## config.mk

```make
export PLATFORM = sky130hd
export DESIGN_NAME = mulTop
export DESIGN_NICKNAME = d
export VERILOG_FILES = /design/src/common/mulPkg.sv /design/src/mulUnit/mulIssueCtrl.sv /design/src/mulUnit/mulReciprocalRom.sv /design/src/mulUnit/mulPartialProducts.sv /design/src/mulUnit/mulCompressor.sv /design/src/source/mulTop.sv
export SDC_FILE = /design/constraint.sdc
export NUM_CORES = 2
export LEC_CHECK = 0
export ABC_AREA = 1
export BUFFER_PORTS_ARGS = -buffer_cell sky130_fd_sc_hd__buf_2
export CAP_MARGIN = 20
export CORE_MARGIN = 5
export CORE_UTILIZATION = 59
export DETAILED_ROUTE_END_ITERATION = 10
export HOLD_SLACK_MARGIN = 0.1
export PLACE_DENSITY = 0.79
export SKIP_CTS_REPAIR_TIMING = 1
export SLEW_MARGIN = 20
export SYNTH_ARGS = -nofsm -noshare
export SYNTH_HDL_FRONTEND = slang
export SYNTH_SLANG_ARGS = --single-unit
```

## constraint.sdc

```tcl
create_clock -name clock -period 10.4 [get_ports clock]
set_input_delay 0.52 -clock clock [delete_from_list [all_inputs] [get_ports clock]]
set_output_delay 0.52 -clock clock [all_outputs]
set_load 0.02 [all_outputs]
```

## src/common/mulPkg.sv

```systemverilog
// Multiply unit shared definitions
`default_nettype none

package mulPkg;

	// pipeline slots, also the request credits upstream starts with
	localparam int PIPE_DEPTH = 3;
	// most result credits the consumer may hold out at once
	localparam int RES_CREDITS = 4;
	localparam int CREDIT_WIDTH = 3;

	// fast divide range, divisor below 2^6 and dividend below 2^30
	localparam int DIVISOR_BITS = 6;
	localparam int DIVIDEND_BITS = 30;
	// reciprocal scale, a divisor d with s = ceil(log2 d) uses 2^(30+s)/d
	localparam int DIV_BASE_SHIFT = 30;

	typedef enum logic [1:0] {
		MUL_S = 2'd0,
		MUL_U = 2'd1,
		MAC_S = 2'd2,
		DIV_U = 2'd3
	} mulOpE;

	typedef struct packed {
		mulOpE op;
		logic [3:0] tag;
		// multiplicand or dividend
		logic [31:0] srcA;
		// multiplier or divisor
		logic [31:0] srcB;
		// only read by MAC_S
		logic [63:0] addend;
	} mulReqT;

	typedef struct packed {
		logic [3:0] tag;
		logic [63:0] value;
		// divide outside the fast range
		logic err;
	} mulResT;

	// stage 1 to stage 2 record
	typedef struct packed {
		logic [31:0] ppLL;
		logic [31:0] ppLH;
		logic [31:0] ppHL;
		logic [31:0] ppHH;
		logic [63:0] addend;
		logic [3:0] tag;
		mulOpE op;
		// zero means unit multiplier, no shift
		logic [2:0] divShift;
		logic err;
	} mulStageT;

endpackage

`default_nettype wire

```

## src/mulUnit/mulIssueCtrl.sv

```systemverilog
// Multiply unit issue control
`timescale 1ns/1ps
`default_nettype none

module mulIssueCtrl (
	input wire clock,
	input wire rstN,
	input wire reqValid,
	input wire resCredit,
	output logic advance1,
	output logic advance2,
	output logic advance3,
	output logic resValid,
	output logic reqCredit
);
	import mulPkg::*;

	// bit 0 is stage 1, bit 2 is the output stage
	logic [PIPE_DEPTH-1:0] stageValid;
	// result credits granted by the consumer and not yet spent
	logic [CREDIT_WIDTH-1:0] creditCnt;
	logic creditAvail;

	assign creditAvail = (creditCnt != '0);

	// stage 3 drains only with a credit in hand
	assign resValid = stageValid[2] && creditAvail;
	// each result leaving frees one slot for upstream
	assign reqCredit = resValid;

	// a stage loads when its successor is empty or draining this cycle
	assign advance3 = stageValid[1] && (!stageValid[2] || resValid);
	assign advance2 = stageValid[0] && (!stageValid[1] || advance3);
	assign advance1 = reqValid && (!stageValid[0] || advance2);

	always_ff @(posedge clock) begin
		if (!rstN) begin
			stageValid <= '0;
		end else begin
			stageValid[0] <= advance1 || (stageValid[0] && !advance2);
			stageValid[1] <= advance2 || (stageValid[1] && !advance3);
			stageValid[2] <= advance3 || (stageValid[2] && !resValid);
		end
	end

	// grant and spend in the same cycle cancel out
	always_ff @(posedge clock) begin
		if (!rstN) begin
			creditCnt <= '0;
		end else if (resCredit && !resValid) begin
			creditCnt <= creditCnt + CREDIT_WIDTH'(1);
		end else if (!resCredit && resValid) begin
			creditCnt <= creditCnt - CREDIT_WIDTH'(1);
		end
	end

endmodule

`default_nettype wire

```

## src/mulUnit/mulReciprocalRom.sv

```systemverilog
// Divisor reciprocal table
`timescale 1ns/1ps
`default_nettype none

module mulReciprocalRom (
	input wire [mulPkg::DIVISOR_BITS-1:0] divisor,
	output logic [31:0] recip,
	output logic [2:0] shift,
	output logic exact
);
	import mulPkg::*;

	logic [31:0] recipRom [2**DIVISOR_BITS];
	logic [2:0] shiftRom [2**DIVISOR_BITS];

	// table filled at elaboration, one entry per divisor
	for (genvar d = 0; d < 2**DIVISOR_BITS; d++) begin : romEntry
		if (d < 2) begin : noEntry
			// 0 and 1 have no reciprocal here
			assign recipRom[d] = '0;
			assign shiftRom[d] = '0;
		end else begin : fastEntry
			// rounded up so the truncated quotient is exact below 2^30
			assign recipRom[d] = 32'(((64'd1 << (DIV_BASE_SHIFT + $clog2(d)))
				+ 64'(d) - 64'd1) / 64'(d));
			// s = ceil(log2 d), at most 6
			assign shiftRom[d] = 3'($clog2(d));
		end
	end

	// the error bound x*(m*d - 2^(30+s)) < 2^(30+s) holds for every
	// dividend under 2^30, so all divisors from 2 up qualify
	always_comb begin
		recip = recipRom[divisor];
		shift = shiftRom[divisor];
		exact = (divisor > DIVISOR_BITS'(1));
	end

endmodule

`default_nettype wire

```

## src/mulUnit/mulPartialProducts.sv

```systemverilog
// Multiply stage 1 partial products
`timescale 1ns/1ps
`default_nettype none

module mulPartialProducts (
	input wire clock,
	input wire rstN,
	input wire advance1,
	input wire mulPkg::mulReqT req,
	output mulPkg::mulStageT stage
);
	import mulPkg::*;

	logic [31:0] romRecip;
	logic [2:0] romShift;
	logic romExact;

	logic isDiv;
	logic isSigned;
	logic divUnit;
	logic divOk;
	logic divErr;
	logic [31:0] opA;
	logic [31:0] opB;

	// 17 bits so each half can carry its own sign
	logic signed [16:0] aLo;
	logic signed [16:0] aHi;
	logic signed [16:0] bLo;
	logic signed [16:0] bHi;
	logic signed [33:0] prodLL;
	logic signed [33:0] prodLH;
	logic signed [33:0] prodHL;
	logic signed [33:0] prodHH;

	mulStageT stageNext;

	mulReciprocalRom mulReciprocalRom_i (
		.divisor(req.srcB[DIVISOR_BITS-1:0]),
		.recip(romRecip),
		.shift(romShift),
		.exact(romExact)
	);

	// operand conditioning
	always_comb begin
		isDiv = (req.op == DIV_U);
		isSigned = (req.op == MUL_S) || (req.op == MAC_S);
		divUnit = (req.srcB == 32'd1);
		divOk = (req.srcB[31:DIVISOR_BITS] == '0) && (req.srcA[31:DIVIDEND_BITS] == '0)
			&& (romExact || divUnit);
		divErr = isDiv && !divOk;

		// an out of range divide multiplies zero by zero
		opA = divErr ? '0 : req.srcA;
		if (!isDiv) begin
			opB = req.srcB;
		end else if (divErr) begin
			opB = '0;
		end else begin
			opB = divUnit ? 32'd1 : romRecip;
		end
	end

	// upper halves are sign extended only for signed ops
	always_comb begin
		aLo = {1'b0, opA[15:0]};
		aHi = {isSigned && opA[31], opA[31:16]};
		bLo = {1'b0, opB[15:0]};
		bHi = {isSigned && opB[31], opB[31:16]};

		prodLL = aLo * bLo;
		prodLH = aLo * bHi;
		prodHL = aHi * bLo;
		prodHH = aHi * bHi;

		stageNext.ppLL = prodLL[31:0];
		stageNext.ppLH = prodLH[31:0];
		stageNext.ppHL = prodHL[31:0];
		stageNext.ppHH = prodHH[31:0];
		stageNext.addend = req.addend;
		stageNext.tag = req.tag;
		stageNext.op = req.op;
		stageNext.divShift = (isDiv && !divUnit && !divErr) ? romShift : '0;
		stageNext.err = divErr;
	end

	always_ff @(posedge clock) begin
		if (!rstN) begin
			stage.err <= 1'b0;
			stage.divShift <= '0;
		end else if (advance1) begin
			stage <= stageNext;
		end
	end

endmodule

`default_nettype wire

```

## src/mulUnit/mulCompressor.sv

```systemverilog
// Multiply stage 2 and 3 summation
`timescale 1ns/1ps
`default_nettype none

module mulCompressor (
	input wire clock,
	input wire rstN,
	input wire advance2,
	input wire advance3,
	input wire mulPkg::mulStageT stage,
	output mulPkg::mulResT res
);
	import mulPkg::*;

	// stage 2 record, cross products already folded
	typedef struct packed {
		logic [32:0] crossSum;
		logic [31:0] ppLL;
		logic [31:0] ppHH;
		logic [63:0] addend;
		logic [3:0] tag;
		mulOpE op;
		logic [2:0] divShift;
		logic err;
	} sumStageT;

	sumStageT sum2;
	sumStageT sum2Next;
	logic signed1;
	logic signed2;
	logic [63:0] crossWide;
	logic [63:0] product;
	logic [63:0] quotient;
	logic [5:0] shiftAmt;
	mulResT resNext;

	// stage 2 cross product sum, 33 bits holds either signedness
	always_comb begin
		signed1 = (stage.op == MUL_S) || (stage.op == MAC_S);
		sum2Next.crossSum = {signed1 && stage.ppLH[31], stage.ppLH}
			+ {signed1 && stage.ppHL[31], stage.ppHL};
		sum2Next.ppLL = stage.ppLL;
		sum2Next.ppHH = stage.ppHH;
		sum2Next.addend = stage.addend;
		sum2Next.tag = stage.tag;
		sum2Next.op = stage.op;
		sum2Next.divShift = stage.divShift;
		sum2Next.err = stage.err;
	end

	always_ff @(posedge clock) begin
		if (!rstN) begin
			sum2.err <= 1'b0;
			sum2.divShift <= '0;
		end else if (advance2) begin
			sum2 <= sum2Next;
		end
	end

	// stage 3 full product and result select
	always_comb begin
		signed2 = (sum2.op == MUL_S) || (sum2.op == MAC_S);
		crossWide = {{15{signed2 && sum2.crossSum[32]}}, sum2.crossSum, 16'd0};
		// high word wraps mod 2^64 the same way for both signs
		product = {sum2.ppHH, 32'd0} + crossWide + {32'd0, sum2.ppLL};

		shiftAmt = 6'(DIV_BASE_SHIFT) + 6'(sum2.divShift);
		// divShift of zero marks a divide by one
		quotient = (sum2.divShift == '0) ? product : (product >> shiftAmt);

		resNext.tag = sum2.tag;
		resNext.err = sum2.err;
		case (sum2.op)
			MAC_S: resNext.value = product + sum2.addend;
			DIV_U: resNext.value = {32'd0, quotient[31:0]};
			default: resNext.value = product;
		endcase
	end

	always_ff @(posedge clock) begin
		if (!rstN) begin
			res.err <= 1'b0;
		end else if (advance3) begin
			res <= resNext;
		end
	end

endmodule

`default_nettype wire

```

## src/source/mulTop.sv

```systemverilog
// Multiply unit top level
`timescale 1ns/1ps
`default_nettype none

module mulTop (
	input wire clock,
	input wire rstN,
	input wire reqValid,
	input wire mulPkg::mulReqT req,
	input wire resCredit,
	output logic reqCredit,
	output logic resValid,
	output mulPkg::mulResT res
);
	import mulPkg::*;

	logic advance1;
	logic advance2;
	logic advance3;

	// stage 1 register contents
	mulStageT stage1;

	mulIssueCtrl mulIssueCtrl_i (
		.clock(clock),
		.rstN(rstN),
		.reqValid(reqValid),
		.resCredit(resCredit),
		.advance1(advance1),
		.advance2(advance2),
		.advance3(advance3),
		.resValid(resValid),
		.reqCredit(reqCredit)
	);

	mulPartialProducts mulPartialProducts_i (
		.clock(clock),
		.rstN(rstN),
		.advance1(advance1),
		.req(req),
		.stage(stage1)
	);

	mulCompressor mulCompressor_i (
		.clock(clock),
		.rstN(rstN),
		.advance2(advance2),
		.advance3(advance3),
		.stage(stage1),
		.res(res)
	);

endmodule

`default_nettype wire

```

==> run summary <==
Row Count: 124
Worst-path maximum fanout: 22
Chip Width: 348 microns
Vias in the first global route: 59935
Post-synth EDFFs: 433
Nets@finish: 10259
Tmin final: 9.18 ns
Via count: 58988
DR iter-0 viols: 5783
Clock Latency Late Sink: 0.65 ns
Total number of H-tree levels: 2
Most frequent cells in the layout: inv_1 (1913), nand2_1 (1714), fa_1 (956)
Setup violation total in the final timing report: 0
Worst Setup Start Kind: input pin
Part of the power in combinational logic: 75.7%
RSZ-0062 raised after global routing: false
RePlAce Congestion: 1.04
TritonCTS clock tree: done
Slew Limit Fails: 0
Setup WS pre-CTS: 0.826 ns
Achievable Freq: 109 MHz
Wire per inst: 23.7 microns
Final antenna-violating net count: 0
Post-Layout Cell Count: 10176
Initial core utilization: 59.2%
Maximum vdd drop: 0.283 mV
Buffers on Ports: 208
Max_slew headroom: 18.8%
Initial antenna violation count: 3
Mapped Avg Cell Area: 8.03 sq um
Final HPWL DP: 196000 microns
Crit path launch: req[65]
Worst endpoint required time: 10.76 ns
Inst Count DP: 10013
Internal power: 9.13 mW
Layout cells sized above 1: 6.21%
Pre-antenna DRT Iters: 11
First-pass GRT wire length: 359000 microns
Area Growth Syn to Fin: 7.54%
Synth cell types: 65
Switching Power: 11.0 mW
GRT Resource Usage Total: 39.4%
DP Area: 70300 sq um
Final WL: 241000 microns
Worst hold path type: input pin to flop
Worst path slowest cell: inv_1
Setup CP Type: input pin to flop
Syn Inst Count: 8406
Clock Power Share: 8.7%
Synthesized area: 67500 sq um
Primary FF master, synth: edfxtp_1
Register area share after synthesis: 19.7%
Vias per cell: 5.80
Area of the core: 114000 sq um
Least-Margin Pin Slew: 1.21 ns
Crit. End Element: flop
Worst setup margin: 1.22 ns
Seq pwr share: 15.7%
Detailed-route DRC error count: 0
Tot Pwr: 20.1 mW
Async set or reset register ratio after synthesis: 0%
Clk_skew: 0.0545 ns
Sink Count: 448
Outcome: finished clean
YS warnings: 0
Die span in y: 348 microns
IO Pins: 209
Cell area after layout: 72600 sq um
CTS buffer count: 48
Worst EP arrival: 9.55 ns
Most common cell after layout, fill and taps aside: inv_1
Reg-to-reg startpoint: mulCompressor_i.crossWide[16]$_DFFE_PP_
#FFs+latches synth: 448
CTS max path bufs: 3
Fin crit share: 88.3%
Final Hold Violating Endpoints: 0
Worst Hold Launch: reqValid
Net Sw Frac: 54.5%
Fill cells: 9952
GR Overflow Total: 0
Largest net degree at the start of global routing: 75
Max-cap viol count: 0
PwrDens: 277 nW/um^2
Syn nets: 10044
Clk slew on worst S/H paths: 0.06 ns
Total negative slack: 0 ns
Crit-path max cell delay: 0.98 ns
Root Buffer: clkbuf_16
Die footprint: 121000 sq um
Leak: 36.7 nW
[layer usage]
layer | GRT usage (%) | wire length, microns | up-vias
met5 | 0 | 0 | -
met4 | 24.9 | 20100 | 0
met3 | 8.37 | 25000 | 852
met2 | 62.5 | 108000 | 3537
met1 | 49.4 | 88200 | 28383
li1 | - | - | 26216
[synth_stat cells, types with 18 or more instances]
cell | count | area share, %
inv_1 | 1914 | 11
nand2_1 | 1714 | 9.5
fa_1 | 956 | 28
nor2_1 | 936 | 5.2
ha_1 | 544 | 10
edfxtp_1 | 433 | 19
nand3_1 | 373 | 2.8
a21oi_1 | 355 | 2.6
o21ai_0 | 285 | 2.1
xor2_1 | 114 | 1.5
buf_2 | 102 | 0.76
clkbuf_1 | 83 | 0.46
xnor2_1 | 70 | 0.91
nand4_1 | 44 | 0.41
nor3_1 | 44 | 0.33
inv_2 | 36 | 0.20
a31oi_1 | 29 | 0.27
nor2_4 | 27 | 0.45
o211ai_1 | 22 | 0.24
o21a_1 | 20 | 0.22
o21bai_1 | 20 | 0.22
o22ai_1 | 20 | 0.19
buf_6 | 19 | 0.32
and2_1 | 18 | 0.17
buf_4 | 18 | 0.20
[area by class of cell]
type	count	area (sq um)	area share, %
repair buffers	403	2720	3.75
clock inverters	29	353	0.486
flip-flops and latches	448	13300	18.3
diodes	5	12.5	0.0172
inverters	1958	7360	10.1
well taps	1512	1890	2.61
clock buffers	59	1250	1.72
multi-input cells	5762	45700	63.0
[per-stage QoR]
| stage | utilization [%] | hold WS [ns] |
|---|---|---|
| after floorplan | - | 0.400 |
| after global placement | 61.6 | 0.401 |
| after detailed placement | 61.6 | 0.405 |
| after CTS | 63.0 | 0.0159 |
| after global routing | 63.7 | 0.140 |
| final | 63.7 | 0.144 |
[worst paths after layout]
check                                                   end  slack [ns]  depth (start not counted)
setup / recovery  mulPartialProducts_i.stage[168]$_DFFE_PP_        1.22                         33
setup reg to reg          mulCompressor_i.res[50]$_DFFE_PP_        4.61                         22
hold / removal      mulIssueCtrl_i.stageValid[0]$_SDFF_PN0_        0.14                          3
hold reg to reg          mulCompressor_i.sum2[47]$_DFFE_PP_        0.40                          0
[worst max-delay path, delay by kind of cell]
kind,cells,cell delay [ns]
compound gates,1,0.19
xor+xnor,1,0.09
simple gates,16,3.00
fa+ha+maj,8,3.76
buf+inv,7,1.92
[logic make-up after synthesis]
group | count (synthesis) | synth area share [%]
flip-flops | 448 | 19.7
AND/OR/NAND/NOR | 3218 | 19.5
adder cells (fa/ha/maj) | 1500 | 38.4
AO/OA/AOI/OAI | 860 | 7.23
XOR/XNOR | 184 | 2.39
buffers and inverters | 2196 | 12.7
[registers in the layout, indices dropped and copies added (netlist names)]
name                        count
mulPartialProducts_i.stage    202
mulCompressor_i.sum2          133
mulCompressor_i.res            69
mulCompressor_i.crossWide      33
mulCompressor_i.resNext         5
mulIssueCtrl_i.creditCnt        3
mulIssueCtrl_i.stageValid       3
[power by group through the flow]
stage	logic [mW]	registers (mW)	clock network (mW)
after floorplan	10.4	3.06	0
after detailed placement	14.7	3.18	0
after CTS	14.8	3.14	1.76
final	15.2	3.15	1.74
after global placement	14.6	3.17	0
after global routing	16.8	3.16	1.85
No activity file was read; power rests on OpenSTA's default activity.
